`src/logic/bus_defs.svh`:
```
`ifndef BUS_DEFS_SVH
`define BUS_DEFS_SVH

// bus width, both data and instruction side
`define WORD_WIDTH 32

// region bases
// code memory decodes only its low index bits, base kept for reference
`define CODE_BASE 32'h0040_0000
`define DATA_BASE 32'h1001_0000

// memory depths in words
`define CODE_DEPTH 1024
`define DATA_DEPTH 1024

// memory-mapped peripherals
`define STOPWATCH_ADDR 32'hFF20_0510
`define LFSR_ADDR 32'hFF20_0514
`define DISPLAY_ADDR 32'hFF20_0518

// lfsr seed after reset or after a zero write
`define LFSR_RESET_SEED 32'h0000_0001
// galois feedback mask
`define LFSR_TAPS 32'h8020_0003

// clocks per millisecond at 50 MHz
`define STOPWATCH_TICK_CYCLES 50000

`endif

```
`src/logic/busPkg.sv`:
```
`include "bus_defs.svh"

package busPkg;

    // one bus word
    typedef logic [`WORD_WIDTH-1:0] word_t;

    // one enable per byte lane
    typedef logic [`WORD_WIDTH/8-1:0] byteEnable_t;

    // active-low segments, bit 0 is a, bit 6 is g
    typedef logic [6:0] segments_t;

    // which peer answered the last data-bus read
    typedef enum logic [2:0] {
        peerNone,
        peerMemory,
        peerStopwatch,
        peerLfsr,
        peerDisplay
    } peerSel_t;

endpackage

```
`src/logic/lfsrGenerator.sv`:
```
`include "bus_defs.svh"

module lfsrGenerator (
    input  logic          CLK,
    input  logic          rst,
    input  logic          read,
    input  logic          write,
    input  busPkg::word_t writeData,
    output busPkg::word_t readData
);

    busPkg::word_t state;
    busPkg::word_t nextState;

    // one galois step
    // shift right, fold taps in when the dropped bit was set
    assign nextState = (state >> 1) ^ (state[0] ? `LFSR_TAPS : '0);

    // seed load beats the advance
    // zero would lock the register, so it maps to the reset seed
    always_ff @(posedge CLK) begin
        if (rst) begin
            state <= `LFSR_RESET_SEED;
        end else if (write) begin
            state <= (writeData == '0) ? `LFSR_RESET_SEED : writeData;
        end else if (read) begin
            state <= nextState;
        end
    end

    // value before the step
    always_ff @(posedge CLK) begin
        if (read) begin
            readData <= state;
        end
    end

endmodule

```
`config.mk`:
```
export PLATFORM = sky130hd
export DESIGN_NAME = lfsrGenerator
export DESIGN_NICKNAME = d
export VERILOG_FILES = /design/src/logic/busPkg.sv /design/src/logic/lfsrGenerator.sv
export VERILOG_INCLUDE_DIRS = /design/src /design/src/logic
export SDC_FILE = /design/constraint.sdc
export NUM_CORES = 1
export LEC_CHECK = 0
export BUFFER_PORTS_ARGS = -buffer_cell sky130_fd_sc_hd__buf_2
export CORE_MARGIN = 2
export CORE_UTILIZATION = 25
export DETAILED_ROUTE_END_ITERATION = 8
export PLACE_DENSITY_LB_ADDON = 0.12
export SETUP_SLACK_MARGIN = 0.02
export SLEW_MARGIN = 20
export SYNTH_ARGS = -nofsm -noshare
export SYNTH_HDL_FRONTEND = slang
export SYNTH_SLANG_ARGS = --single-unit
```
`constraint.sdc`:
```
create_clock -name CLK -period 1.25 [get_ports CLK]
set_clock_uncertainty 0.1 [all_clocks]
set_input_delay 0.0625 -clock CLK [delete_from_list [all_inputs] [get_ports CLK]]
set_output_delay 0.0625 -clock CLK [all_outputs]
set_load 0.1 [all_outputs]
```
==> results.toml <==
[run_status]
outcome = "complete, no violations"

[critical_path]
end_kind = "flip-flop"
path_buf_inv = 2
crit_chain = "dlygate4sd3_1 -> buf_2 -> nor4_2 -> nand4_1 -> o21ai_1 -> o31a_1"
path_class = "input pin to flip-flop"
reg2regPathDepth = 4
worst_setup_path_start_kind = "input pin"
reg2reg_slack_ps = 140
critPathArrivalTime_ps = 1360
path_delay_family = "buffers and inverters"
r2r_start = "state[0]$_SDFFE_PP1P_"
critPathMaxStageDelay_ps = 530
cp_slowest_cell = "dlygate4sd3_1"
crit_fanout = 2
r2r-end = "state[1]$_SDFFE_PP0P_"
cp.required_ps = 1420

[finish]
fin_nets = 366
layout_common_cells = "nor2_1, buf_4, buf_2, dlygate4sd3_1, edfxtp_1"
num_antenna_cells = 0
mostFrequentLayoutCell = "nor2_1"
syn_to_final_growth_pct = 49.5
drive_above_1_share = 0.299

[pwr]
p_total_mw = 5.43
ir_drop_mv = 0.666
pwr_density_cell_nw_per_um2 = 1440
p_leak_nw = 1.58

[hold_path]
hold_path_end = "state[0]$_SDFFE_PP1P_"
min_from = "writeData[0]"
min_delay_path_depth = 4
hold_path.class = "input pin to flip-flop"

[floorplan]
die_x_um = 104
dieArea_um2 = 10900
ios = 68
core_um2 = 9770
initial_core_util = 0.258
die_y_um = 104
rows = 36

[logic_synthesis]
ys_ff_latch = 64
ys_types = 20
yosysWarnings = 0
synthSimpleGateAreaFrac = 0.123
syn_area_per_cell_um2 = 11.5
synthesis.area_um2 = 2520
synth_compound_area_frac = 0.0729
synth_fa_ha_area_frac = 0
synth_cells = 220
synthXorXnorAreaFrac = 0.0104
synth_top_family_by_area = "simple AND/OR/NAND/NOR gates"
seq_area_frac_synth = 0.635
synthMuxAreaShare = 0.115
syn-num-nets = 256

[timing]
period_needed_ps = 1190
drv_slew = 0
fin_crit_sh = 0.954
slew_headroom = 0.775
setup_viol = 0
fin_hold_ws_ps = 44.7
rsz0062_at_grt = "yes"
fmax_mhz = 839
worst_slack_ps = 57.8
worst_pin_slew_ps = 335
hold_viol = 0

[drt]
routed_wl_mm = 6.07
drc = 0
first_iter_violations = 66
final_antenna_net_count = 0
dr.pass1.iters = 4
via_per_inst = 4.21
vias = 1971
post_drt_wl_per_cell_um = 13.0

[global_routing]
gr-usage-all-layers = 0.117
grt_pass1_vias = 1983
grt_pass1_wl_mm = 9.80
antenna_found_initial = 0
grt_max_degree = 48
grt.overflow.total = 0

[cts]
clockBufferDepth = 2
post_cts_buffers = 0
cts_max_level = 3
numCtsBuffers = 9
cts_root_buf = "clkbuf_8"
clk_pin_slew_ps = 70
cts_tree = "done"
clock_latency_ps = 330
cts.sinks = 64

[place]
portBuffers = 67
place_congestion = 0.704
place_ws_ps = -173
hpwl_mm = 4.09

[flow_run]
max_cap_viol_count = 0
-- cell families (layout without fill, tap and decap cells) --
group,after synthesis,after routing
simple gates,74,74
compound gates,35,35
mux,29,29
flops,64,64
buf+inv,15,130
xor+xnor,3,3
-- worst reg2reg max path, delay by kind of cell, from the launching register on --
kind | cells | cell delay [ps]
AO/OA/AOI/OAI | 2 | 350
XOR/XNOR | 1 | 130
flip-flops | 1 | 390
AND/OR/NAND/NOR | 1 | 90
-- registers in the layout, indices dropped and copies added, names as in the netlist --
signal    cells
state        32
readData     32
-- final cells by class --
class / count / area [um^2]
clock buffer: 12 / 145
fill: 1014 / 6000
multi-input combinational: 141 / 825
sequential: 64 / 1610
clock inverter: 4 / 68.8
timing repair buffer: 114 / 963
tap: 133 / 166
-- per-stage QoR --
step | instances | setup TNS (ps) | utilization | cell area, um^2
6_report | 468 | 0 | 0.386 | 3770
5_1_grt | 468 | 0 | 0.386 | 3770
4_1_cts | 468 | 0 | 0.385 | 3760
3_5_place_dp | 420 | -187 | 0.323 | 3160
3_3_place_gp | 420 | -330 | 0.323 | 3160
2_1_floorplan | 220 | 0 | - | 2520
-- synthesized netlist by cell type --
cell	number	area, um^2
nor2_1	60	225
dfxtp_1	32	641
edfxtp_1	32	961
a21oi_1	31	155
mux2i_1	29	290
nor4_1	8	50.1
buf_2	6	30.0
clkbuf_1	4	15.0
xnor2_1	3	26.3
a211oi_1	2	15.0
buf_8	2	30.0
nand4_1	2	12.5
nor2_2	2	12.5
buf_1	1	3.75
buf_12	1	20.0
buf_6	1	11.3
nand2_1	1	3.75
nor3b_1	1	7.51
o21ai_1	1	5.00
o31a_1	1	8.76
-- metal layers --
| layer | global-route usage | routed length, um |
|---|---|---|
| met5 | 0 | 0 |
| met4 | 0.0666 | 104 |
| met3 | 0.0238 | 228 |
| met2 | 0.177 | 2670 |
| met1 | 0.154 | 3070 |
-- worst max path at each step --
| stage | slack [ps] | endpoint | cells after the start | startpoint |
|---|---|---|---|---|
| final | 60 | state[0]$_SDFFE_PP1P_ | 6 | writeData[17] |
| after global routing | 10 | state[0]$_SDFFE_PP1P_ | 6 | writeData[17] |
| after CTS | 40 | state[0]$_SDFFE_PP1P_ | 6 | writeData[13] |
| after detailed placement | -170 | state[0]$_SDFFE_PP1P_ | 6 | writeData[27] |
| after global placement | -190 | state[0]$_SDFFE_PP1P_ | 6 | writeData[27] |
| after floorplan | 180 | readData[0] | 0 | readData[0]$_DFFE_PP_ |
-- power by group --
part	switching, mW	internal (mW)
sequential	0.0810	2.34
combinational	0.715	0.357
clock	0.760	1.17
-- repair_timing --
item | 4_1_cts | 5_1_grt
endpoints found under the hold margin | 33 | 0
endpoints found under the setup margin | 28 | 2
hold buffers | 32 | 0
resized for setup | 27 | 3
(Power assumes the default switching activity.)
