`src/logic/bus_defs.svh`:
```
`ifndef BUS_DEFS_SVH
`define BUS_DEFS_SVH

// bus width, both data and instruction side
`define WORD_WIDTH 32

// region bases
// code memory decodes only its low index bits, base kept for reference
`define CODE_BASE 32'h0040_0000
`define DATA_BASE 32'h1001_0000

// memory depths in words
`define CODE_DEPTH 1024
`define DATA_DEPTH 1024

// memory-mapped peripherals
`define STOPWATCH_ADDR 32'hFF20_0510
`define LFSR_ADDR 32'hFF20_0514
`define DISPLAY_ADDR 32'hFF20_0518

// lfsr seed after reset or after a zero write
`define LFSR_RESET_SEED 32'h0000_0001
// galois feedback mask
`define LFSR_TAPS 32'h8020_0003

// clocks per millisecond at 50 MHz
`define STOPWATCH_TICK_CYCLES 50000

`endif

```
`src/logic/busPkg.sv`:
```
`include "bus_defs.svh"

package busPkg;

    // one bus word
    typedef logic [`WORD_WIDTH-1:0] word_t;

    // one enable per byte lane
    typedef logic [`WORD_WIDTH/8-1:0] byteEnable_t;

    // active-low segments, bit 0 is a, bit 6 is g
    typedef logic [6:0] segments_t;

    // which peer answered the last data-bus read
    typedef enum logic [2:0] {
        peerNone,
        peerMemory,
        peerStopwatch,
        peerLfsr,
        peerDisplay
    } peerSel_t;

endpackage

```
`src/logic/hexDisplay.sv`:
```
module hexDisplay (
    input  logic                CLK,
    input  logic                rst,
    input  logic                read,
    input  logic                write,
    input  busPkg::byteEnable_t byteEnable,
    input  busPkg::word_t       writeData,
    output busPkg::word_t       readData,
    output busPkg::segments_t   HEX0,
    output busPkg::segments_t   HEX1,
    output busPkg::segments_t   HEX2,
    output busPkg::segments_t   HEX3,
    output busPkg::segments_t   HEX4,
    output busPkg::segments_t   HEX5
);

    localparam int laneCount = $bits(busPkg::byteEnable_t);

    busPkg::word_t displayReg;

    // hex digit to active-low segments, g is bit 6
    function automatic busPkg::segments_t segmentsOf(input logic [3:0] digit);
        case (digit)
            4'h0: segmentsOf = 7'b1000000;
            4'h1: segmentsOf = 7'b1111001;
            4'h2: segmentsOf = 7'b0100100;
            4'h3: segmentsOf = 7'b0110000;
            4'h4: segmentsOf = 7'b0011001;
            4'h5: segmentsOf = 7'b0010010;
            4'h6: segmentsOf = 7'b0000010;
            4'h7: segmentsOf = 7'b1111000;
            4'h8: segmentsOf = 7'b0000000;
            4'h9: segmentsOf = 7'b0010000;
            4'hA: segmentsOf = 7'b0001000;
            4'hB: segmentsOf = 7'b0000011;
            4'hC: segmentsOf = 7'b1000110;
            4'hD: segmentsOf = 7'b0100001;
            4'hE: segmentsOf = 7'b0000110;
            default: segmentsOf = 7'b0001110;
        endcase
    endfunction

    // byte-writable register
    always_ff @(posedge CLK) begin
        if (rst) begin
            displayReg <= '0;
        end else if (write) begin
            for (int lane = 0; lane < laneCount; lane++) begin
                if (byteEnable[lane]) begin
                    displayReg[lane*8 +: 8] <= writeData[lane*8 +: 8];
                end
            end
        end
    end

    // readback
    always_ff @(posedge CLK) begin
        if (read) begin
            readData <= displayReg;
        end
    end

    // low six nibbles, HEX0 is the lowest
    // top byte is storage only
    assign HEX0 = segmentsOf(displayReg[3:0]);
    assign HEX1 = segmentsOf(displayReg[7:4]);
    assign HEX2 = segmentsOf(displayReg[11:8]);
    assign HEX3 = segmentsOf(displayReg[15:12]);
    assign HEX4 = segmentsOf(displayReg[19:16]);
    assign HEX5 = segmentsOf(displayReg[23:20]);

endmodule

```
`config.mk`:
```
export PLATFORM = sky130hd
export DESIGN_NAME = hexDisplay
export DESIGN_NICKNAME = d
export VERILOG_FILES = /design/src/logic/busPkg.sv /design/src/logic/hexDisplay.sv
export VERILOG_INCLUDE_DIRS = /design/src /design/src/logic
export SDC_FILE = /design/constraint.sdc
export NUM_CORES = 1
export LEC_CHECK = 0
export ABC_AREA = 0
export BUFFER_PORTS_ARGS = -buffer_cell sky130_fd_sc_hd__clkbuf_2
export CAP_MARGIN = 20
export CORE_ASPECT_RATIO = 0.5
export CORE_MARGIN = 2
export CORE_UTILIZATION = 54
export DETAILED_ROUTE_END_ITERATION = 10
export GPL_ROUTABILITY_DRIVEN = 0
export HOLD_SLACK_MARGIN = 0.1
export PLACE_DENSITY = 0.92
export SYNTH_ARGS = -nofsm -noshare
export SYNTH_HDL_FRONTEND = slang
export SYNTH_SLANG_ARGS = --single-unit
```
`constraint.sdc`:
```
create_clock -name CLK -period 2.7 [get_ports CLK]
set_clock_uncertainty 0.2 [all_clocks]
set_input_delay 0.675 -clock CLK [delete_from_list [all_inputs] [get_ports CLK]]
set_output_delay 0.675 -clock CLK [all_outputs]
set_load 0.01 [all_outputs]
```
==> run summary <==
status: finished clean
Fmax: 422 MHz
clock root buffer: clkbuf_16
setup tns final: 0 ns
share of the synthesized area in the top cell type: 30.8%
cell taking the most area after synthesis: dfxtp_1
clock latency on the worst-skew pair: 0.34 ns
Cells after DPL: 622
die area: 9740 sq um
layout overhead on the synthesized area: 22.2%
CP max FO: 13
Total Power: 3.72 mW
Mapped Area: 4820 sq um
dominant cell by count in the synthesized netlist: dfxtp_1
CP delay by family, top: buffers and inverters
die width: 138 um
routed len/inst: 16.6 um
Post-CTS Hold Buffers: 0
Slew @ Worst Pin: 0.467 ns
post-route antenna net violation count: 0
Leak: 2.73 nW
Yosys warning count: 0
Worst Setup Start Kind: input pin
Worst Path Buf+Inv: 3
Post CTS Setup Buffer Count: 0
PD cells: 632 nW/um^2
num rows: 24
Max-Cap Viols: 0
Setup crit start: write
sequential area share after synthesis: 50.7%
CTS Buf Count: 9
Cells after Synth: 391
pin count of the biggest net entering global routing: 33
hold slack: 0.236 ns
critical path arrival: 2.38 ns
slew margin rel.: 68.9%
Final min period: 2.37 ns
share of cells above drive strength 1: 35.1%
final WL: 10,600 um
hpwl dp: 7680 um
FF+latch count, synth: 106
crit-path most repeated cell: mux2i_1
router iterations before antenna repair: 4
CP max stage cell: nor2_1
Worst VDD drop: 0.000345 V
DR vias/cell: 5.46
io pins: 114
CTS tree: done
final worst setup slack: 0.328 ns
Setup-failing EPs final: 0
GRT Total Usage: 22.2%
fin crit share: 87.8%
number of enable flip-flop cells after synthesis: 32
crit path cell chain: clkbuf_2 > buf_4 > nand2_4 > mux2i_1 > nor2_1 > inv_1 > ha_1 > mux2i_1 > o22ai_1
GRT overflow: 0
Ant. Diodes: 0
final hold viol count: 0
area of the core: 8680 sq um
vias in the first global route: 3,379
DP Worst Slack: 0.0402 ns
Remaining DRCs: 0
CTS H-tree lvls: 3
top post-synthesis cells by count: 74 x dfxtp_1, 46 x mux2i_1, 36 x ha_1
initial antenna violation count: 0
Synth Flop Type: dfxtp_1
via count: 3,483
Die Ht: 70.8 um
Worst-path clk slew: 0.07 ns
type of the worst setup path: input pin to flop
initial core utilization: 55.5%
CTS Sinks: 106
Syn Area/Cell: 12.3 sq um
Worst Hold Class: flop to flop
synth top area cells: dfxtp_1 31%, edfxtp_1 20%, mux2i_1 9.6%
critical path's largest stage delay: 0.35 ns
RSZ-0062 raised after global routing: no
number of DRC markers in iteration 0: 213
crit end category: flop
Net Count, Synth: 467
post-synthesis async set-or-reset flop share: 0%
post-synthesis cell type count: 41
port bufs: 113
Post-CTS Resized: 0
global-route wire length before repair: 16,700 um
Post-Layout Cell Count: 638
worst r2r src: displayReg[5]
nets: 592
Clock Path Buffers: 2
final slew viol count: 0
WP data required: 2.71 ns
Hold Startpoint: displayReg[30]
-- cells by family after synthesis --
family | after synthesis | synth area share, %
XOR/XNOR | 6 | 1.09
AO/OA/AOI/OAI | 70 | 13.7
flip-flops | 106 | 50.7
AND/OR/NAND/NOR | 82 | 10.6
adder cells (fa/ha/maj) | 36 | 9.35
buffers and inverters | 45 | 4.99
multiplexers | 46 | 9.56
-- per-layer routing --
metal	wire length (um)	global-route usage (%)	part of all wire, %
met5	0	0	0
met1	4560	28.1	43
met4	108	6.19	1.0
met3	530	5.52	5.0
met2	5370	38.1	51
-- stage by stage --
step	cell area (sq um)	utilization, %
after CTS	5890	67.8
final	5890	67.8
after global routing	5890	67.8
after detailed placement	5540	63.8
after floorplan	4820	-
after global placement	5540	63.8
-- area by class of cell --
class / instances / area (sq um)
timing repair buffer: 129 / 698
clock buffer: 13 / 282
sequential: 106 / 2440
tap: 117 / 146
fill: 638 / 2790
multi-input combinational: 240 / 2130
clock inverter: 3 / 67.6
inverter: 30 / 118
-- power by group --
part | switching [mW] | total (mW) | internal, mW
sequential | 0.0406 | 1.79 | 1.74
combinational | 0.273 | 0.472 | 0.199
clock | 0.546 | 1.47 | 0.919
-- cell usage in the layout (no fill, tap or decap), types with 6 or more instances in the layout --
cell type / count
o22ai_1: 14
clkbuf_2: 113
and4b_1: 19
edfxtp_1: 32
dfxtp_1: 74
a21oi_1: 8
inv_1: 22
xnor2_1: 6
mux2i_1: 46
a31oi_4: 9
ha_1: 36
nand2_1: 20
nor2_1: 11
nand3_1: 17
inv_2: 6
buf_4: 15
clkbuf_16: 10
a31o_2: 14
-- final timing paths --
path	cells past startpoint	end	slack, ns
min reg2reg	0	readData[30]	0.24
max	9	HEX5[5]	0.33
min	0	readData[30]	0.24
max reg2reg	5	HEX1[0]	0.87
-- sequential cells by signal (all words and copies together) (netlist names) --
name and count:
HEX4 7, HEX5 7, HEX1 7, readData 32, HEX3 7, displayReg 32
HEX2 7, HEX0 7
(Power assumes the default switching activity.)
