[src/logic/bus_defs.svh]
`ifndef BUS_DEFS_SVH
`define BUS_DEFS_SVH

// bus width, both data and instruction side
`define WORD_WIDTH 32

// region bases
// code memory decodes only its low index bits, base kept for reference
`define CODE_BASE 32'h0040_0000
`define DATA_BASE 32'h1001_0000

// memory depths in words
`define CODE_DEPTH 1024
`define DATA_DEPTH 1024

// memory-mapped peripherals
`define STOPWATCH_ADDR 32'hFF20_0510
`define LFSR_ADDR 32'hFF20_0514
`define DISPLAY_ADDR 32'hFF20_0518

// lfsr seed after reset or after a zero write
`define LFSR_RESET_SEED 32'h0000_0001
// galois feedback mask
`define LFSR_TAPS 32'h8020_0003

// clocks per millisecond at 50 MHz
`define STOPWATCH_TICK_CYCLES 50000

`endif

[src/logic/busPkg.sv]
`include "bus_defs.svh"

package busPkg;

    // one bus word
    typedef logic [`WORD_WIDTH-1:0] word_t;

    // one enable per byte lane
    typedef logic [`WORD_WIDTH/8-1:0] byteEnable_t;

    // active-low segments, bit 0 is a, bit 6 is g
    typedef logic [6:0] segments_t;

    // which peer answered the last data-bus read
    typedef enum logic [2:0] {
        peerNone,
        peerMemory,
        peerStopwatch,
        peerLfsr,
        peerDisplay
    } peerSel_t;

endpackage

[src/logic/stopwatchCounter.sv]
module stopwatchCounter #(
    parameter int TICK_CYCLES = 50000
) (
    input  logic          CLK,
    input  logic          rst,
    input  logic          read,
    input  logic          write,
    output busPkg::word_t readData
);

    localparam int prescaleWidth = $clog2(TICK_CYCLES + 1);

    logic [prescaleWidth-1:0] prescaler;
    busPkg::word_t            count;
    logic                     tick;

    // last cycle of one millisecond
    assign tick = (prescaler == prescaleWidth'(TICK_CYCLES - 1));

    // prescaler and ms count
    // any write restarts both, data lanes ignored
    always_ff @(posedge CLK) begin
        if (rst || write) begin
            prescaler <= '0;
            count <= '0;
        end else if (tick) begin
            prescaler <= '0;
            count <= count + 1'b1;
        end else begin
            prescaler <= prescaler + 1'b1;
        end
    end

    // sample count on read
    always_ff @(posedge CLK) begin
        if (read) begin
            readData <= count;
        end
    end

endmodule

[config.mk]
export PLATFORM = sky130hd
export DESIGN_NAME = stopwatchCounter
export DESIGN_NICKNAME = d
export VERILOG_FILES = /design/src/logic/busPkg.sv /design/src/logic/stopwatchCounter.sv
export VERILOG_INCLUDE_DIRS = /design/src /design/src/logic
export SDC_FILE = /design/constraint.sdc
export NUM_CORES = 1
export LEC_CHECK = 0
export BUFFER_PORTS_ARGS = -buffer_cell sky130_fd_sc_hd__buf_2
export CORE_AREA = 2 2 88 90
export CTS_BUF_LIST = sky130_fd_sc_hd__clkbuf_16
export DETAILED_ROUTE_END_ITERATION = 6
export DIE_AREA = 0 0 90 92
export GPL_TIMING_DRIVEN = 0
export PLACE_DENSITY = 0.74
export SLEW_MARGIN = 40
export SYNTH_ARGS = -nofsm -noshare
export SYNTH_HDL_FRONTEND = slang
export SYNTH_SLANG_ARGS = --single-unit
[constraint.sdc]
create_clock -name CLK -period 3.4 [get_ports CLK]
set_input_delay 0.85 -clock CLK [delete_from_list [all_inputs] [get_ports CLK]]
set_output_delay 0.85 -clock CLK [all_outputs]
set_load 0.01 [all_outputs]
==> impl_metrics.tcl, run 1 <==
set metrics [dict create \
    yosys.cell_types.count 37 \
    layout_commonest_cell "dfxtp_1" \
    hold_ws_ps 455 \
    multi_input_area_um2 1290 \
    syn_area_um2 3250 \
    tightest_slew_ps 716 \
    required_ps 3620 \
    drtIter0Drc 147 \
    wl_per_cell_um 13.8 \
    fmax_ghz 0.447 \
    synth_warnings 0 \
    antenna_found_initial 0 \
    clk_pin_slew_ps 60 \
    start_util 0.437 \
    cts_sinks 80 \
    ys_seq_area_frac 0.591 \
    num_vias 2417 \
    worst_setup_path_start_kind "flip-flop" \
    yosysTopAreaCell "dfxtp_1" \
    dieWidth_um 90 \
    row_count 32 \
    hold_viol 0 \
    ant_nets 0 \
    slew_headroom 0.523 \
    status "finished, final reports clean" \
    num_antenna_cells 0 \
    drive_above_1_share 0.175 \
    htreeDepth 3 \
    tns_ps 0 \
    fillers 667 \
    grt_pass1_vias 2332 \
    fin_worst_skew_ps 4.98 \
    setup_viol 0 \
    clk_path_buf_depth 2 \
    clock_latency_ps 330 \
    area_delta_synth_final_pct 18.9 \
    synth.avg_cell_area_um2 11.0 \
    viasPerCell 5.37 \
    overflow 0 \
    cts-root-buf "clkbuf_16" \
    synth_nets 303 \
    crit_path_top_delay_cell "nor4_2" \
    fin_cells 450 \
    path_cells "nor4b_2 > nand4_2 > nor4_2 > a21boi_0 > o21a_1" \
    synth_ff_type "dfxtp_1" \
    ys_seq_elements 80 \
    grt_pass1_wl_mm 10.7 \
    place_congestion 0.794 \
    nets 349 \
    syn_inst 297 \
    ys_top_cells_by_area "dfxtp_1 30%, edfxtp_1 30%, nor2_1 4.8%" \
    mostFrequentLayoutCells "48 x dfxtp_1, 42 x nor2_1, 35 x buf_2" \
    wl_mm 6.20 \
    rsz0062_at_grt "false" \
    critPathMaxFanout 10 \
    drc 0 \
    grt_max_degree 33 \
    cp.arrival_ps 2460 \
    synth_edf_count 32 \
    slowest_delay_ps 560 \
    synth_top_area_frac 0.295 \
    pin_count 36 \
    cts_setup_buffers 0 \
    cp-end-kind "flip-flop" \
    cap_violations 0 \
    fin_crit_sh 0.658 \
    post-dp-hpwl_mm 4.32 \
    leakage_nw 1.33 \
    ctsResizeCount 0 \
    cts_tree "yes" \
    regArea_um2 1920 \
    ir_drop_mv 0.263 \
    hold_buffers 0 \
    power.density_nw_per_um2 529 \
    cts_made_buffers 9 \
    dr.pass1.iters 4 \
    fin_crit_ps 2240 \
    criticalPathCategory "flip-flop to flip-flop" \
    async_flop_share 0 \
    io_buffer_count 35 \
    core-area_um2 7450 \
    hp-class "flip-flop to flip-flop" \
    die_y_um 92 \
    grt.total_usage 0.164 \
    post-place-cells 434 \
    dieArea_um2 8280 \
    final_max_slew_viol_count 0 \
]
-- logic make-up after synthesis --
kind of cell / after synthesis / share of synthesized area
AND/OR/NAND/NOR: 145 / 0.255
adder cells (fa/ha/maj): 2 / 0.00769
AO/OA/AOI/OAI: 28 / 0.0481
buffers and inverters: 10 / 0.0115
XOR/XNOR: 31 / 0.0835
multiplexers: 1 / 0.00308
flip-flops: 80 / 0.591
-- routing by layer --
layer  part of all wire  global-route usage  vias up
met5                  0                   0        -
met4              0.025              0.0923        0
met3              0.034              0.0353       14
met2               0.51               0.282       48
met1               0.43               0.191     1173
li1                   -                   -     1182
-- where the power goes --
| group | switching, W | internal, W |
|---|---|---|
| clock network | 0.000355 | 0.000635 |
| registers | 0.00000342 | 0.00101 |
| logic | 0.0000298 | 0.0000124 |
-- worst paths after layout --
kind,from,endpoint,slack (ps),cells past startpoint
max reg2reg,prescaler[11],count[18],1160,5
min,count[31],readData[31],460,0
min reg2reg,count[31],readData[31],460,0
max,prescaler[11],count[18],1160,5
-- worst max-delay path, delay by kind of cell (launching register included) --
kind | cells | cell delay [ps]
AOI/OAI and AO/OA | 2 | 370
and+or+nand+nor | 3 | 1400
DFF | 1 | 350
-- metrics by stage --
stage                util  total power, W  area, um2  setup slack, ps
floorplan               -         0.00105       3250             1450
global placement    0.477         0.00107       3560             1260
detailed placement  0.477         0.00108       3560             1210
CTS                 0.519         0.00206       3870             1180
global route        0.519         0.00211       3870              935
finish              0.519         0.00205       3870             1160
-- flip-flops by register name, indices dropped and copies added, names as in the netlist --
name and flops:
count 32, prescaler 16, readData 32
-- cell type report --
class                      count  area share
clock buffer                   9      0.0582
timing repair buffer          35      0.0453
tap                          102      0.0330
sequential                    80       0.497
multi-input combinational    207       0.334
clock inverter                 7      0.0226
inverter                       5     0.00485
buffer                         5     0.00485
-- Yosys cell counts (all sizes together), types with 2 or more instances --
master / instances
dfxtp: 48
nor2: 42
edfxtp: 32
nand4: 22
nand3: 20
xor2: 17
nand2: 14
xnor2: 14
a21oi: 12
nor3: 11
o21ai: 10
or3: 10
nor4: 7
and3: 5
clkbuf: 5
inv: 5
and4: 3
o21a: 3
or4b: 3
ha: 2
nor4b: 2
Power figures use the tool's default switching activity.
==> run 2: changes to the inputs <==
--- a/config.mk
+++ b/config.mk
@@ -6,11 +6,12 @@
 export SDC_FILE = /design/constraint.sdc
 export NUM_CORES = 1
 export LEC_CHECK = 0
+export ABC_AREA = 1
 export BUFFER_PORTS_ARGS = -buffer_cell sky130_fd_sc_hd__buf_2
-export CORE_AREA = 2 2 88 90
+export CORE_AREA = 2 2 95 97
 export CTS_BUF_LIST = sky130_fd_sc_hd__clkbuf_16
 export DETAILED_ROUTE_END_ITERATION = 6
-export DIE_AREA = 0 0 90 92
+export DIE_AREA = 0 0 97 99
 export GPL_TIMING_DRIVEN = 0
 export PLACE_DENSITY = 0.74
 export SLEW_MARGIN = 40
==> constraint.sdc (replaced) <==
create_clock -name CLK -period 2.1 [get_ports CLK]
set_input_delay 0.525 -clock CLK [delete_from_list [all_inputs] [get_ports CLK]]
set_output_delay 0.525 -clock CLK [all_outputs]
set_load 0.01 [all_outputs]
==> run 2 against run 1 <==
  * Critical path depth is 4 higher
  * Non-clock buffer count is 2 higher
  * Wire length is 31% higher
  * Cell area is 15% higher
  * Register-to-register slack worse by 970 ps
  * Highest routed layer unchanged
==> impl_metrics.tcl, run 2 <==
set metrics [dict create \
    status "finished, final reports clean" \
    ant_nets 0 \
    cts_tree "yes" \
    ys_seq_area_frac 0.501 \
    grt_pass1_wl_mm 13.9 \
    worstReg2RegStart "count[0]" \
    fin_worst_skew_ps 5.76 \
    yosys.cell_types.count 29 \
    synth_nets 499 \
    async_flop_share 0 \
    cap_violations 0 \
    area_delta_synth_final_pct 16.5 \
    dr.pass1.iters 4 \
    tightest_slew_ps 745 \
    hold_viol 0 \
    fin_cells 652 \
    hold_buffers 0 \
    ir_drop_mv 0.403 \
    rsz0062_at_grt "false" \
    row_count 34 \
    top_regs "count: 32 flops, readData: 32 flops, prescaler: 16 flops" \
    clk_path_buf_depth 2 \
    ys_top_cells_by_area "dfxtp_1 25%, edfxtp_1 25%, nand2_1 13%" \
    cts_setup_buffers 0 \
    power.density_nw_per_um2 754 \
    fin_ws_ps 194 \
    dieArea_um2 9600 \
    grt_pass1_vias 3080 \
    fin_crit_sh 0.908 \
    critPathMaxFanout 9 \
    required_ps 2370 \
    hold_ws_ps 444 \
    mostFrequentLayoutCells "132 x nand2_1, 80 x nor2_1, 61 x inv_1" \
    ctsResizeCount 0 \
    leakage_nw 1.67 \
    syn_area_um2 3830 \
    synth_most_common_cell "nand2_1" \
    viasPerCell 5.00 \
    cp-end-kind "flip-flop" \
    yosysTopAreaCell "dfxtp_1" \
    worst_setup_path_start_kind "flip-flop" \
    htreeDepth 3 \
    synthTopCellsByCount "132 x nand2_1, 80 x nor2_1, 60 x inv_1, 48 x dfxtp_1, 36 x nand3_1" \
    hp-class "flip-flop to flip-flop" \
    drc 0 \
    core-area_um2 8550 \
    num_antenna_cells 0 \
    place_congestion 0.851 \
    cts_sinks 80 \
    die_y_um 99 \
    fmax_ghz 0.525 \
    post-place-cells 636 \
    tns_ps 0 \
    start_util 0.448 \
    synth_ff_type "dfxtp_1" \
    criticalPathCategory "flip-flop to flip-flop" \
    cp.arrival_ps 2170 \
    clk_pin_slew_ps 60 \
    overflow 0 \
    synth_top_area_frac 0.251 \
    cts-root-buf "clkbuf_16" \
    ys_seq_elements 80 \
    fillers 802 \
    dieWidth_um 97 \
    grt.total_usage 0.178 \
    wl_per_cell_um 12.5 \
    grt_max_degree 33 \
    wl_mm 8.15 \
    pin_count 36 \
    drtIter0Drc 166 \
    final_max_slew_viol_count 0 \
    post-dp-hpwl_mm 5.78 \
    clock_latency_ps 340 \
    min_from "prescaler[0]" \
    place_ws_ps 213 \
    antenna_found_initial 0 \
    cts_made_buffers 9 \
    syn_inst 493 \
    fin_crit_ps 1910 \
    slew_headroom 0.503 \
    synth.avg_cell_area_um2 7.78 \
    drive_above_1_share 0.154 \
    io_buffer_count 35 \
    placed_cell_area_um2 4150 \
    synth_edf_count 32 \
    nets 545 \
    synth_warnings 0 \
    setup_viol 0 \
    final_cell_area_um2 4470 \
    startpoint "count[0]" \
    num_vias 3258 \
    layout_commonest_cell "nand2_1" \
]
==> run 2: cells by family (layout without fill, tap and decap cells) <==
kind of cell	Yosys count	in the layout	share of synthesized area
compound gates	28	28	0.0365
flops	80	80	0.501
xor+xnor	9	9	0.0206
simple gates	301	301	0.356
fa+ha+maj	2	2	0.00652
buf+inv	73	124	0.0793
==> run 2: per-stage QoR <==
| step | power, W | utilization |
|---|---|---|
| after global placement | 0.00174 | 0.485 |
| final | 0.00337 | 0.522 |
| after global routing | 0.00347 | 0.522 |
| after detailed placement | 0.00174 | 0.485 |
| after floorplan | 0.00170 | - |
| after CTS | 0.00340 | 0.522 |
==> run 2: area by class of cell <==
type                            count  area, um2  share of cell area
Clock inverter                      7       96.3              0.0216
Buffer                              7       56.3              0.0126
Timing Repair Buffer               35        175              0.0392
Inverter                           66        248              0.0555
Tap cell                          108        135              0.0303
Sequential cell                    80       1920               0.430
Clock buffer                        9        225              0.0504
Multi-Input combinational cell    340       1610               0.360
==> run 2: path summary, 6_finish.rpt <==
path / to / slack, ps / cells past startpoint
worst min register to register: prescaler[0] / 440 / 1
worst max register to register: count[22] / 190 / 9
worst max-delay path: count[22] / 190 / 9
worst min-delay path: prescaler[0] / 440 / 1
==> run 2: power by group <==
group,total [W],switching (W),internal (W),leakage [nW]
registers,0.00164,0.00000502,0.00163,0.726
logic,0.0000717,0.0000503,0.0000213,0.792
clock network,0.00166,0.000619,0.00104,0.153
total,0.00337,0.000674,0.00269,1.67
==> run 2: worst max-delay path, cell delays in order, from the launching register on <==
cell and delay, ps:
dfxtp_1 460, ha_1 330, nand2_1 140, nor2_4 150, nand2_2 120, nor2_4 260
nand3_1 140, nand2_1 80, inv_1 40, nor2_1 110
==> run 2: metal layers <==
metal | wire length [um] | up-vias | track usage | share of wire
met5 | 0 | - | 0 | 0
met3 | 410 | 11 | 0.0312 | 0.050
met4 | 142 | 0 | 0.0813 | 0.017
met1 | 3640 | 1482 | 0.219 | 0.45
met2 | 3960 | 86 | 0.307 | 0.49
li1 | - | 1679 | - | -
