$ cat config.mk
export PLATFORM = sky130hd
export DESIGN_NAME = dataBusFabric
export DESIGN_NICKNAME = d
export VERILOG_FILES = /design/src/logic/busPkg.sv /design/src/logic/dataBusFabric.sv
export VERILOG_INCLUDE_DIRS = /design/src /design/src/logic
export SDC_FILE = /design/constraint.sdc
export NUM_CORES = 1
export LEC_CHECK = 0
export BUFFER_PORTS_ARGS = -buffer_cell sky130_fd_sc_hd__buf_2
export CAP_MARGIN = 20
export CORE_AREA = 2 2 78 80
export CTS_CLUSTER_SIZE = 16
export DETAILED_ROUTE_END_ITERATION = 10
export DIE_AREA = 0 0 80 82
export PLACE_DENSITY_LB_ADDON = 0.2
export SETUP_SLACK_MARGIN = 0.4
export SKIP_LAST_GASP = 1
export SYNTH_ARGS = -nofsm -noshare
export SYNTH_HDL_FRONTEND = slang
export SYNTH_SLANG_ARGS = --single-unit
$ cat constraint.sdc
create_clock -name CLK -period 1.93 [get_ports CLK]
set_clock_uncertainty 0.05 [all_clocks]
set_input_delay 0 -clock CLK [delete_from_list [all_inputs] [get_ports CLK]]
set_output_delay 0 -clock CLK [all_outputs]
set_load 0.01 [all_outputs]
$ cat src/logic/bus_defs.svh
`ifndef BUS_DEFS_SVH
`define BUS_DEFS_SVH

// bus width, both data and instruction side
`define WORD_WIDTH 32

// region bases
// code memory decodes only its low index bits, base kept for reference
`define CODE_BASE 32'h0040_0000
`define DATA_BASE 32'h1001_0000

// memory depths in words
`define CODE_DEPTH 1024
`define DATA_DEPTH 1024

// memory-mapped peripherals
`define STOPWATCH_ADDR 32'hFF20_0510
`define LFSR_ADDR 32'hFF20_0514
`define DISPLAY_ADDR 32'hFF20_0518

// lfsr seed after reset or after a zero write
`define LFSR_RESET_SEED 32'h0000_0001
// galois feedback mask
`define LFSR_TAPS 32'h8020_0003

// clocks per millisecond at 50 MHz
`define STOPWATCH_TICK_CYCLES 50000

`endif

$ cat src/logic/busPkg.sv
`include "bus_defs.svh"

package busPkg;

    // one bus word
    typedef logic [`WORD_WIDTH-1:0] word_t;

    // one enable per byte lane
    typedef logic [`WORD_WIDTH/8-1:0] byteEnable_t;

    // active-low segments, bit 0 is a, bit 6 is g
    typedef logic [6:0] segments_t;

    // which peer answered the last data-bus read
    typedef enum logic [2:0] {
        peerNone,
        peerMemory,
        peerStopwatch,
        peerLfsr,
        peerDisplay
    } peerSel_t;

endpackage

$ cat src/logic/dataBusFabric.sv
`include "bus_defs.svh"

module dataBusFabric (
    input  logic          CLK,
    input  logic          rst,
    input  logic          readEnable,
    input  logic          writeEnable,
    input  busPkg::word_t address,
    output logic          memRead,
    output logic          memWrite,
    output logic          swRead,
    output logic          swWrite,
    output logic          lfsrRead,
    output logic          lfsrWrite,
    output logic          dispRead,
    output logic          dispWrite,
    input  busPkg::word_t memData,
    input  busPkg::word_t swData,
    input  busPkg::word_t lfsrData,
    input  busPkg::word_t dispData,
    output busPkg::word_t readData
);

    // end of data region, exclusive
    localparam busPkg::word_t dataLimit = busPkg::word_t'(`DATA_BASE + `DATA_DEPTH * 4);

    logic memHit;
    logic swHit;
    logic lfsrHit;
    logic dispHit;

    busPkg::peerSel_t selQ;

    // address compare
    assign memHit = (address >= `DATA_BASE) && (address < dataLimit);
    assign swHit = (address == `STOPWATCH_ADDR);
    assign lfsrHit = (address == `LFSR_ADDR);
    assign dispHit = (address == `DISPLAY_ADDR);

    // per-peer strobes
    assign memRead = readEnable && memHit;
    assign memWrite = writeEnable && memHit;
    assign swRead = readEnable && swHit;
    assign swWrite = writeEnable && swHit;
    assign lfsrRead = readEnable && lfsrHit;
    assign lfsrWrite = writeEnable && lfsrHit;
    assign dispRead = readEnable && dispHit;
    assign dispWrite = writeEnable && dispHit;

    // remember who answers next cycle
    // idle or unmapped falls back to none
    always_ff @(posedge CLK) begin
        if (rst) begin
            selQ <= busPkg::peerNone;
        end else if (memRead) begin
            selQ <= busPkg::peerMemory;
        end else if (swRead) begin
            selQ <= busPkg::peerStopwatch;
        end else if (lfsrRead) begin
            selQ <= busPkg::peerLfsr;
        end else if (dispRead) begin
            selQ <= busPkg::peerDisplay;
        end else begin
            selQ <= busPkg::peerNone;
        end
    end

    // read mux over registered peer data
    always_comb begin
        case (selQ)
            busPkg::peerMemory:    readData = memData;
            busPkg::peerStopwatch: readData = swData;
            busPkg::peerLfsr:      readData = lfsrData;
            busPkg::peerDisplay:   readData = dispData;
            default:               readData = '0;
        endcase
    end

endmodule

==> impl_metrics.xml, run 1 <==
<?xml version="1.0" encoding="UTF-8"?>
<metrics>
  <group name="worst_setup_path">
    <metric name="timing.critical_path.buf_inv" unit="">2</metric>
    <metric name="cp-startpoint" unit="">address[1]</metric>
    <metric name="timing.critical_path.cells" unit="">buf_6, or4_4, nor4_4, nand4_1, nor3_1, buf_2</metric>
    <metric name="worstPathArrival" unit="ns">1.53</metric>
    <metric name="cp-end-kind" unit="">output port</metric>
    <metric name="setup.worst_path.start_class" unit="">input pin</metric>
    <metric name="cpPeakStageDelay" unit="ns">0.53</metric>
    <metric name="crit_required" unit="ns">1.88</metric>
    <metric name="path_depth" unit="">6</metric>
    <metric name="critical_path_class" unit="">input pin to output port</metric>
    <metric name="cp_top_family" unit="">simple AND/OR/NAND/NOR gates</metric>
    <metric name="maximum_fanout_count_along_the_critical_path" unit="">3</metric>
    <metric name="cp_slowest_cell" unit="">or4_4</metric>
  </group>
  <group name="timing">
    <metric name="final_period_minus_worst_setup_slack" unit="ns">1.58</metric>
    <metric name="relSlewSlack" unit="%">77.1</metric>
    <metric name="max_slew.worst_pin.slew" unit="ns">0.341</metric>
    <metric name="portion_of_the_clock_cycle_consumed_by_the_worst_path_in_the_final_layout" unit="%">81.9</metric>
    <metric name="finalHoldWorstSlack" unit="ns">0.00710</metric>
    <metric name="final.setup.tns" unit="ns">0</metric>
    <metric name="setup_viol_count_final" unit="">0</metric>
    <metric name="timing.fmax" unit="GHz">0.633</metric>
    <metric name="finalHoldViolCount" unit="">0</metric>
    <metric name="final-max-slew-violation-count" unit="">0</metric>
    <metric name="rsz_0062_raised_after_global_routing" unit="">yes</metric>
  </group>
  <group name="final_layout">
    <metric name="final_layout_size_suffix_gt1_share" unit="%">69.0</metric>
    <metric name="antenna_diode_count" unit="">0</metric>
    <metric name="syn_to_final_growth" unit="%">145</metric>
    <metric name="final_area" unit="um^2">2410</metric>
    <metric name="reg.largest.list" unit="">selQ (3)</metric>
    <metric name="largest_register_ff_count" unit="">3</metric>
    <metric name="final_nets" unit="">529</metric>
    <metric name="largest-register" unit="">selQ</metric>
  </group>
  <group name="power">
    <metric name="p_leak" unit="nW">1.42</metric>
    <metric name="pwr_density_cell" unit="nW/um^2">180</metric>
    <metric name="ir_worst_vdd" unit="V">0.000185</metric>
  </group>
  <group name="clock_tree">
    <metric name="tritoncts.num_buffers" unit="">3</metric>
    <metric name="tritoncts_clock_tree" unit="">built</metric>
    <metric name="clkSinkCount" unit="">3</metric>
    <metric name="clock_tree_buf_depth" unit="">2</metric>
    <metric name="clk_pin_slew" unit="ns">0.03</metric>
    <metric name="cts-htree-levels" unit="">1</metric>
    <metric name="cts.root.buffer_cell" unit="">clkbuf_8</metric>
  </group>
  <group name="floorplanning">
    <metric name="design.core.area" unit="um^2">5750</metric>
    <metric name="die-area" unit="um^2">6560</metric>
    <metric name="chipHeight" unit="um">82</metric>
    <metric name="initial_utilization" unit="%">17.1</metric>
    <metric name="ioPinCount" unit="">204</metric>
    <metric name="rows" unit="">28</metric>
    <metric name="horiz_die_dim" unit="um">80</metric>
  </group>
  <group name="synth">
    <metric name="synthesis.nets" unit="">313</metric>
    <metric name="synth-seq-area-share" unit="%">6.11</metric>
    <metric name="synth-warning-count" unit="">0</metric>
    <metric name="synthesized_cell_area" unit="um^2">982</metric>
    <metric name="yosys_register_bits" unit="">3</metric>
    <metric name="synthCells" unit="">149</metric>
    <metric name="synth.lib_cells_used.distinct" unit="">21</metric>
    <metric name="avg_inst_size_synth" unit="um^2">6.59</metric>
  </group>
  <group name="drt">
    <metric name="wl_per_cell" unit="um">13.5</metric>
    <metric name="drt.antenna.violating_nets" unit="">0</metric>
    <metric name="drtPass1Iterations" unit="">4</metric>
    <metric name="routed-wl-met2" unit="um">3290</metric>
    <metric name="routed_metal_1_wire_length" unit="um">2010</metric>
    <metric name="wl" unit="um">5920</metric>
    <metric name="drc_errors" unit="">0</metric>
    <metric name="vias_per_cell" unit="">4.71</metric>
    <metric name="top_layer" unit="">met3</metric>
    <metric name="drt_first_iter_violations" unit="">50</metric>
    <metric name="met3WireLength" unit="um">618</metric>
    <metric name="via_count" unit="">2067</metric>
  </group>
  <group name="placement">
    <metric name="gpl.final_weighted_congestion" unit="">0.702</metric>
    <metric name="dpl.hpwl" unit="um">4570</metric>
    <metric name="postPlaceCellArea" unit="um^2">2120</metric>
    <metric name="placement.io_buffers" unit="">203</metric>
  </group>
  <group name="run_status">
    <metric name="outcome" unit="">completed</metric>
  </group>
  <group name="min_path">
    <metric name="min_from" unit="">readEnable</metric>
    <metric name="holdPathStages" unit="">3</metric>
    <metric name="hold_path_class" unit="">input pin to flip-flop</metric>
  </group>
  <group name="global_routing">
    <metric name="grt_pass1_vias" unit="">1807</metric>
    <metric name="initial_antenna_violation_count" unit="">0</metric>
    <metric name="grt_max_degree" unit="">33</metric>
    <metric name="grtUsageTotal" unit="%">14.6</metric>
    <metric name="global_route.overflow_total" unit="">0</metric>
    <metric name="grt_first_pass_wirelength" unit="um">7800</metric>
  </group>
  <group name="job">
    <metric name="max_cap_violations" unit="">0</metric>
  </group>
</metrics>
-- cells in the mapped netlist --
| cell type | instances | area (um^2) |
|---|---|---|
| a22oi_1 | 64 | 480 |
| a31oi_1 | 1 | 6.26 |
| and3_1 | 4 | 25.0 |
| and3b_1 | 1 | 8.76 |
| and4_1 | 1 | 8.76 |
| clkbuf_1 | 13 | 48.8 |
| dfxtp_1 | 3 | 60.1 |
| nand2_1 | 34 | 128 |
| nand2b_1 | 2 | 12.5 |
| nand4_1 | 2 | 12.5 |
| nand4_4 | 1 | 21.3 |
| nand4b_1 | 1 | 8.76 |
| nor2_1 | 7 | 26.3 |
| nor3_1 | 4 | 20.0 |
| nor3b_1 | 3 | 22.5 |
| nor4_1 | 2 | 12.5 |
| nor4_2 | 2 | 25.0 |
| nor4_4 | 1 | 21.3 |
| nor4b_1 | 1 | 8.76 |
| or4_4 | 1 | 11.3 |
| or4b_4 | 1 | 13.8 |
-- layout make-up --
| class | count | area, um^2 |
|---|---|---|
| Timing Repair Buffer | 224 | 1220 |
| Clock buffer | 4 | 45.0 |
| Sequential cell | 3 | 68.8 |
| Multi-Input combinational cell | 133 | 977 |
| Fill cell | 628 | 3340 |
| Tap cell | 75 | 93.8 |
-- timing repair --
action                     CTS  global route
hold endpoints to repair     3             0
pin swaps                    3             5
hold buffers                 2             0
cloned                       1             3
setup buffers                1             6
gates resized for setup     10            30
setup endpoints to repair   25            32
-- cells in the final DEF (no fill, tap or decap), types with 2 or more instances in the layout --
cell type and n:
a22oi_1 52, a22oi_2 12, and3_1 4, buf_2 202
buf_4 10, buf_6 9, clkbuf_8 3, dfxtp_4 2
dlygate4sd3_1 2, nand2_1 34, nand2b_1 2, nand4_1 2
nor2_1 6, nor3_1 3, nor3b_4 2, nor4_1 2
nor4_4 2
-- layer usage --
layer,global-route usage [%],up-vias
li1,-,1034
met1,14.8,919
met2,30.2,114
met3,3.08,0
met4,3.22,0
met5,0,-
-- logic make-up after synthesis --
| kind of cell | count (synthesis) | synth area share, % |
|---|---|---|
| AO/OA/AOI/OAI | 65 | 49.6 |
| buffers and inverters | 13 | 4.97 |
| flip-flops | 3 | 6.11 |
| AND/OR/NAND/NOR | 68 | 39.4 |
-- worst paths after layout --
path	endpoint	slack, ns
hold / removal	selQ[0]	0.007
setup / recovery	swWrite	0.35
-- metrics by stage --
stage	total power, mW	util, %	worst slack, ns	std cells
6_report	0.433	41.9	0.350	439
5_1_grt	0.462	41.9	0.249	439
4_1_cts	0.434	38.9	0.341	430
3_5_place_dp	0.244	36.9	0.308	422
3_3_place_gp	0.240	36.9	0.315	422
2_1_floorplan	0.0763	-	0.498	149
-- report_power, final --
part / internal [mW] / switching (mW)
registers: 0.0597 / 0.0000000183
logic: 0.128 / 0.0659
clock network: 0.141 / 0.0388
-- tightest hold or removal path, stage by stage --
cell and delay, ns:
buf_2 0.13, nand2_1 0.06, nor3_1 0.04
No activity file was read; power rests on OpenSTA's default activity.
==> run 2: changes to the inputs <==
==> constraint.sdc (replaced) <==
create_clock -name CLK -period 1.5 [get_ports CLK]
set_clock_uncertainty 0.05 [all_clocks]
set_input_delay 0 -clock CLK [delete_from_list [all_inputs] [get_ports CLK]]
set_output_delay 0 -clock CLK [all_outputs]
set_load 0.01 [all_outputs]
==> impl_metrics.xml, run 2 (synthesized netlist as in run 1, its figures left out) <==
<?xml version="1.0" encoding="UTF-8"?>
<metrics>
  <group name="drt">
    <metric name="drt_first_iter_violations" unit="">31</metric>
    <metric name="top_layer" unit="">met4</metric>
    <metric name="wl_per_cell" unit="um">13.3</metric>
    <metric name="routed-wl-met2" unit="um">2940</metric>
    <metric name="drtPass1Iterations" unit="">4</metric>
    <metric name="vias_per_cell" unit="">4.76</metric>
    <metric name="via_count" unit="">2076</metric>
    <metric name="routed_metal_1_wire_length" unit="um">2150</metric>
    <metric name="wl" unit="um">5780</metric>
    <metric name="drc_errors" unit="">0</metric>
    <metric name="met3WireLength" unit="um">616</metric>
    <metric name="drt.antenna.violating_nets" unit="">0</metric>
  </group>
  <group name="clock_tree">
    <metric name="clk_pin_slew" unit="ns">0.03</metric>
    <metric name="cts-htree-levels" unit="">1</metric>
    <metric name="clkSinkCount" unit="">3</metric>
    <metric name="clock_tree_buf_depth" unit="">2</metric>
    <metric name="tritoncts.num_buffers" unit="">3</metric>
    <metric name="cts.root.buffer_cell" unit="">clkbuf_8</metric>
    <metric name="tritoncts_clock_tree" unit="">built</metric>
  </group>
  <group name="floorplanning">
    <metric name="rows" unit="">28</metric>
    <metric name="ioPinCount" unit="">204</metric>
    <metric name="horiz_die_dim" unit="um">80</metric>
    <metric name="die-area" unit="um^2">6560</metric>
    <metric name="design.core.area" unit="um^2">5750</metric>
    <metric name="initial_utilization" unit="%">17.1</metric>
    <metric name="chipHeight" unit="um">82</metric>
  </group>
  <group name="final_layout">
    <metric name="fillers" unit="">605</metric>
    <metric name="final_nets" unit="">526</metric>
    <metric name="reg.largest.list" unit="">selQ (3)</metric>
    <metric name="final_layout_size_suffix_gt1_share" unit="%">75.3</metric>
    <metric name="final_common_cell" unit="">buf_2</metric>
    <metric name="largest_register_ff_count" unit="">3</metric>
    <metric name="most-common-layout-cells" unit="">201 x buf_2, 34 x nand2_1, 32 x a22oi_2, 32 x a22oi_1</metric>
    <metric name="syn_to_final_growth" unit="%">161</metric>
    <metric name="antenna_diode_count" unit="">0</metric>
    <metric name="largest-register" unit="">selQ</metric>
    <metric name="final_area" unit="um^2">2560</metric>
  </group>
  <group name="worst_setup_path">
    <metric name="cp-end-kind" unit="">output port</metric>
    <metric name="cp_slowest_cell" unit="">or4b_4</metric>
    <metric name="crit_required" unit="ns">1.45</metric>
    <metric name="maximum_fanout_count_along_the_critical_path" unit="">5</metric>
    <metric name="timing.critical_path.cells" unit="">buf_6, or4b_4, nor4_4, buf_4, nand4_4, nor3_2, buf_2</metric>
    <metric name="cp_top_family" unit="">simple AND/OR/NAND/NOR gates</metric>
    <metric name="cpPeakStageDelay" unit="ns">0.54</metric>
    <metric name="timing.critical_path.buf_inv" unit="">3</metric>
    <metric name="critical_path_class" unit="">input pin to output port</metric>
    <metric name="worstPathArrival" unit="ns">1.47</metric>
    <metric name="setup.worst_path.start_class" unit="">input pin</metric>
  </group>
  <group name="placement">
    <metric name="dpl.hpwl" unit="um">4470</metric>
    <metric name="dp_worst_setup_slack" unit="ns">-0.192</metric>
    <metric name="postPlaceCellArea" unit="um^2">2150</metric>
    <metric name="gpl.final_weighted_congestion" unit="">0.727</metric>
    <metric name="placement.io_buffers" unit="">203</metric>
  </group>
  <group name="min_path">
    <metric name="hold_path_class" unit="">input pin to flip-flop</metric>
  </group>
  <group name="global_routing">
    <metric name="grt_first_pass_wirelength" unit="um">7400</metric>
    <metric name="grt_max_degree" unit="">33</metric>
    <metric name="initial_antenna_violation_count" unit="">0</metric>
    <metric name="global_route.overflow_total" unit="">0</metric>
    <metric name="grtUsageTotal" unit="%">13.9</metric>
    <metric name="grt_pass1_vias" unit="">1761</metric>
  </group>
  <group name="timing">
    <metric name="final-max-slew-violation-count" unit="">0</metric>
    <metric name="finalHoldViolCount" unit="">0</metric>
    <metric name="finalHoldWorstSlack" unit="ns">0.0124</metric>
    <metric name="setup_viol_count_final" unit="">4</metric>
    <metric name="relSlewSlack" unit="%">82.5</metric>
    <metric name="rsz_0062_raised_after_global_routing" unit="">yes</metric>
    <metric name="timing.fmax" unit="GHz">0.658</metric>
    <metric name="max_slew.worst_pin.slew" unit="ns">0.262</metric>
    <metric name="final_period_minus_worst_setup_slack" unit="ns">1.52</metric>
    <metric name="portion_of_the_clock_cycle_consumed_by_the_worst_path_in_the_final_layout" unit="%">101</metric>
    <metric name="setup_ws" unit="ns">-0.0188</metric>
  </group>
  <group name="power">
    <metric name="pwr_density_cell" unit="nW/um^2">222</metric>
    <metric name="fin_total_pwr" unit="uW">569</metric>
    <metric name="ir_worst_vdd" unit="V">0.000247</metric>
    <metric name="p_leak" unit="nW">1.42</metric>
  </group>
  <group name="job">
    <metric name="max_cap_violations" unit="">0</metric>
  </group>
  <group name="run_status">
    <metric name="outcome" unit="">complete, but fails checks</metric>
    <metric name="violations" unit="">setup timing</metric>
  </group>
</metrics>
## run 2: timing repair
| item | in CTS | in global routing |
|---|---|---|
| cloned | 0 | 4 |
| hold endpoints to repair | 3 | 0 |
| hold buffers | 2 | 0 |
| resized for setup | 20 | 32 |
| buffers inserted | 3 | 2 |
| setup endpoints to repair | 41 | 43 |
| pin swaps | 7 | 38 |
## run 2: worst min-delay path, cell delays in order
cell	delay, ns
buf_2	0.13
nand2_1	0.06
nor3_1	0.04
## run 2: layer usage
metal  vias to the layer above  GRT usage (%)
li1                       1028              -
met1                       928           15.1
met2                       116           26.4
met3                         4           2.64
met4                         0           5.25
met5                         -              0
## run 2: final cells by class
cell class | instances | area, um^2 | share of cell area (%)
timing repair buffer | 221 | 1260 | 49.4
sequential | 3 | 66.3 | 2.59
multi-input combinational | 133 | 1090 | 42.6
tap | 75 | 93.8 | 3.66
clock buffer | 4 | 45.0 | 1.76
## run 2: final timing paths
kind,cells after the start,endpoint,slack (ns),from
min,3,selQ[0],0.01,readEnable
max,7,swRead,-0.02,address[7]
## run 2: stage by stage
stage	instances	TNS (ns)	util [%]
final	436	-0.0314	44.6
after global routing	436	-2.09	44.6
after CTS	430	-0.122	40.2
after detailed placement	421	-0.894	37.4
after global placement	421	-0.625	37.4
after floorplan	149	0	-
## run 2: power by group
part / total (mW) / switching (mW) / internal [mW]
clock network: 0.234 / 0.0524 / 0.181
logic: 0.257 / 0.0924 / 0.164
registers: 0.0785 / 0.0000000288 / 0.0785
==> run 3: changes to the inputs <==
--- a/config.mk
+++ b/config.mk
@@ -6,12 +6,13 @@
 export SDC_FILE = /design/constraint.sdc
 export NUM_CORES = 1
 export LEC_CHECK = 0
+export ABC_AREA = 1
 export BUFFER_PORTS_ARGS = -buffer_cell sky130_fd_sc_hd__buf_2
 export CAP_MARGIN = 20
-export CORE_AREA = 2 2 78 80
+export CORE_AREA = 2 2 80 82
 export CTS_CLUSTER_SIZE = 16
 export DETAILED_ROUTE_END_ITERATION = 10
-export DIE_AREA = 0 0 80 82
+export DIE_AREA = 0 0 82 84
 export PLACE_DENSITY_LB_ADDON = 0.2
 export SETUP_SLACK_MARGIN = 0.4
 export SKIP_LAST_GASP = 1
==> impl_metrics.xml, run 3 <==
<?xml version="1.0" encoding="UTF-8"?>
<metrics>
  <group name="global_routing">
    <metric name="grt_util_met1" unit="%">21.5</metric>
    <metric name="grt_max_degree" unit="">33</metric>
    <metric name="global_route.overflow_total" unit="">0</metric>
    <metric name="grt.met2_usage" unit="%">39.2</metric>
    <metric name="met3_usage" unit="%">2.81</metric>
    <metric name="initial_antenna_violation_count" unit="">0</metric>
    <metric name="grt_pass1_vias" unit="">2653</metric>
    <metric name="grtUsageTotal" unit="%">19.8</metric>
    <metric name="grt_first_pass_wirelength" unit="um">11300</metric>
    <metric name="grt-busiest-layer" unit="">met2</metric>
  </group>
  <group name="worst_setup_path">
    <metric name="critical_path_class" unit="">flip-flop to output port</metric>
    <metric name="cp_slowest_cell" unit="">dfxtp_2</metric>
    <metric name="cp-end-kind" unit="">output port</metric>
    <metric name="cp_top_family" unit="">buffers and inverters</metric>
    <metric name="worstPathArrival" unit="ns">1.33</metric>
    <metric name="setup.worst_path.start_class" unit="">flip-flop</metric>
    <metric name="crit_required" unit="ns">1.45</metric>
    <metric name="timing.critical_path.cells" unit="">nand3b_4, buf_12, o2111ai_1, buf_2</metric>
    <metric name="maximum_fanout_count_along_the_critical_path" unit="">14</metric>
    <metric name="cpPeakStageDelay" unit="ns">0.35</metric>
    <metric name="timing.critical_path.buf_inv" unit="">2</metric>
  </group>
  <group name="clock_tree">
    <metric name="clock_tree_buf_depth" unit="">2</metric>
    <metric name="clk_pin_slew" unit="ns">0.03</metric>
    <metric name="cts-htree-levels" unit="">1</metric>
    <metric name="clkSinkCount" unit="">3</metric>
    <metric name="cts.root.buffer_cell" unit="">clkbuf_8</metric>
    <metric name="tritoncts.num_buffers" unit="">3</metric>
    <metric name="tritoncts_clock_tree" unit="">built</metric>
  </group>
  <group name="timing">
    <metric name="max_slew.worst_pin.slew" unit="ns">0.215</metric>
    <metric name="setup_ws" unit="ns">0.123</metric>
    <metric name="rsz_0062_raised_after_global_routing" unit="">yes</metric>
    <metric name="setup_viol_count_final" unit="">0</metric>
    <metric name="final-max-slew-violation-count" unit="">0</metric>
    <metric name="finalHoldWorstSlack" unit="ns">0.0487</metric>
    <metric name="finalHoldViolCount" unit="">0</metric>
    <metric name="relSlewSlack" unit="%">85.5</metric>
    <metric name="portion_of_the_clock_cycle_consumed_by_the_worst_path_in_the_final_layout" unit="%">91.8</metric>
    <metric name="timing.fmax" unit="GHz">0.726</metric>
    <metric name="final_period_minus_worst_setup_slack" unit="ns">1.38</metric>
    <metric name="final.setup.tns" unit="ns">0</metric>
  </group>
  <group name="final_layout">
    <metric name="final_area" unit="um^2">3090</metric>
    <metric name="final_nets" unit="">660</metric>
    <metric name="syn_to_final_growth" unit="%">65.3</metric>
    <metric name="fillers" unit="">637</metric>
    <metric name="antenna_diode_count" unit="">0</metric>
    <metric name="largest-register" unit="">selQ</metric>
    <metric name="final_cells" unit="">572</metric>
    <metric name="reg.largest.list" unit="">selQ (3)</metric>
    <metric name="most-common-layout-cells" unit="">203 x buf_2, 72 x nand3_1, 57 x inv_1</metric>
    <metric name="final_layout_size_suffix_gt1_share" unit="%">56.6</metric>
    <metric name="largest_register_ff_count" unit="">3</metric>
    <metric name="final_common_cell" unit="">buf_2</metric>
    <metric name="finished_core_util" unit="%">50.7</metric>
  </group>
  <group name="floorplanning">
    <metric name="die-area" unit="um^2">6890</metric>
    <metric name="initial_utilization" unit="%">30.6</metric>
    <metric name="horiz_die_dim" unit="um">82</metric>
    <metric name="rows" unit="">29</metric>
    <metric name="design.core.area" unit="um^2">6100</metric>
    <metric name="chipHeight" unit="um">84</metric>
    <metric name="ioPinCount" unit="">204</metric>
  </group>
  <group name="synth">
    <metric name="synth_xor_xnor_area_share" unit="%">0</metric>
    <metric name="synth_enable_flop_cells" unit="">0</metric>
    <metric name="synth_adder_area_share" unit="%">0</metric>
    <metric name="synth.top_cells.by_area" unit="">o2111ai_2 24%, nand3_1 19%, inv_1 11%, nand4_1 11%, buf_2 5.6%</metric>
    <metric name="yosys_register_bits" unit="">3</metric>
    <metric name="post_synth_and_or_nand_nor_area_fraction" unit="%">51.0</metric>
    <metric name="synth.lib_cells_used.distinct" unit="">21</metric>
    <metric name="avg_inst_size_synth" unit="um^2">6.23</metric>
    <metric name="postSynth.asyncResetShare" unit="%">0</metric>
    <metric name="post_synth_mux_area_share" unit="%">0</metric>
    <metric name="synth_flop_cell" unit="">dfxtp_1</metric>
    <metric name="biggest_area_consumer_among_synthesized_cells" unit="">o2111ai_2</metric>
    <metric name="synth-seq-area-share" unit="%">3.22</metric>
    <metric name="compound_gate_portion_of_the_synthesized_area" unit="%">25.5</metric>
    <metric name="synth_top_family_by_area" unit="">simple AND/OR/NAND/NOR gates</metric>
    <metric name="synth_commonest_cells" unit="">72 x nand3_1, 57 x inv_1, 34 x nand4_1, 30 x o2111ai_2, 25 x nand2_1</metric>
    <metric name="synthCells" unit="">300</metric>
    <metric name="synthesized_cell_area" unit="um^2">1870</metric>
    <metric name="synthesis.nets" unit="">464</metric>
    <metric name="synth_largest_type_area_fraction" unit="%">24.1</metric>
    <metric name="synth-warning-count" unit="">0</metric>
    <metric name="yosysMostFrequentCell" unit="">nand3_1</metric>
  </group>
  <group name="drt">
    <metric name="via_count" unit="">2901</metric>
    <metric name="wl" unit="um">7340</metric>
    <metric name="drt.antenna.violating_nets" unit="">0</metric>
    <metric name="drt_first_iter_violations" unit="">71</metric>
    <metric name="drc_errors" unit="">0</metric>
    <metric name="vias_per_cell" unit="">5.07</metric>
    <metric name="drtPass1Iterations" unit="">4</metric>
    <metric name="wl_per_cell" unit="um">12.8</metric>
  </group>
  <group name="min_path">
    <metric name="hold_path_class" unit="">input pin to flip-flop</metric>
    <metric name="holdPathStages" unit="">3</metric>
    <metric name="holdPathEnd" unit="">selQ[2]</metric>
    <metric name="min_from" unit="">readEnable</metric>
  </group>
  <group name="placement">
    <metric name="dp_worst_setup_slack" unit="ns">0.234</metric>
    <metric name="placed_cells_incl_taps" unit="">565</metric>
    <metric name="postPlaceCellArea" unit="um^2">2960</metric>
    <metric name="dpl.hpwl" unit="um">5700</metric>
    <metric name="placement.io_buffers" unit="">203</metric>
    <metric name="gpl.final_weighted_congestion" unit="">0.779</metric>
  </group>
  <group name="power">
    <metric name="fin_total_pwr" unit="uW">609</metric>
    <metric name="p_leak" unit="nW">1.77</metric>
    <metric name="ir_worst_vdd" unit="V">0.000177</metric>
    <metric name="pwr_density_cell" unit="nW/um^2">197</metric>
  </group>
  <group name="run_status">
    <metric name="outcome" unit="">completed</metric>
  </group>
  <group name="job">
    <metric name="max_cap_violations" unit="">0</metric>
  </group>
</metrics>
## run 3: cell types whose count changed after synthesis, sizes merged, moves of 6 or more
cell / delta
nand3: +74
a22oi: -64
inv: +60
o2111ai: +32
nand4: +31
nor2: +30
buf: +27
clkbuf: -13
nand2: -6
## run 3: worst max path at each step
stage | startpoint | end | depth (start not counted)
6_report | selQ[0] | readData[6] | 4
5_1_grt | selQ[0] | readData[26] | 4
4_1_cts | selQ[0] | readData[0] | 4
3_5_place_dp | selQ[2] | readData[22] | 5
3_3_place_gp | selQ[2] | readData[3] | 5
2_1_floorplan | selQ[2] | readData[10] | 5
## run 3: report_power, final
group | switching, mW | total, mW | leakage [nW] | internal (mW)
clock | 0.0492 | 0.230 | 0.0228 | 0.181
sequential | 0.000000698 | 0.0786 | 0.0260 | 0.0786
combinational | 0.126 | 0.300 | 1.72 | 0.174
total | 0.175 | 0.609 | 1.77 | 0.433
## run 3: cells by family after synthesis
logic type	after synthesis
buf+inv	87
simple gates	177
flops	3
compound gates	33
## run 3: what timing repair did
| action | CTS | global route |
|---|---|---|
| resized for setup | 8 | 5 |
| buffers inserted | 1 | 0 |
| setup endpoints to repair | 32 | 32 |
| hold buffers | 1 | 0 |
| gates cloned | 1 | 0 |
| hold endpoints to repair | 1 | 0 |
## run 3: cell type report
class,instances,area [um^2],area share [%]
sequential,3,66.3,2.15
tap,77,96.3,3.12
timing repair buffer,218,1220,39.6
inverter,60,228,7.37
clock buffer,4,45.0,1.46
multi-input combinational,210,1430,46.3
## run 3: per-layer routing
metal  vias to the layer above  share of wire (%)
met1                      1299                 39
met3                         4                8.9
met4                         0               0.57
met2                       139                 52
li1                       1459                  -
met5                         -                  0
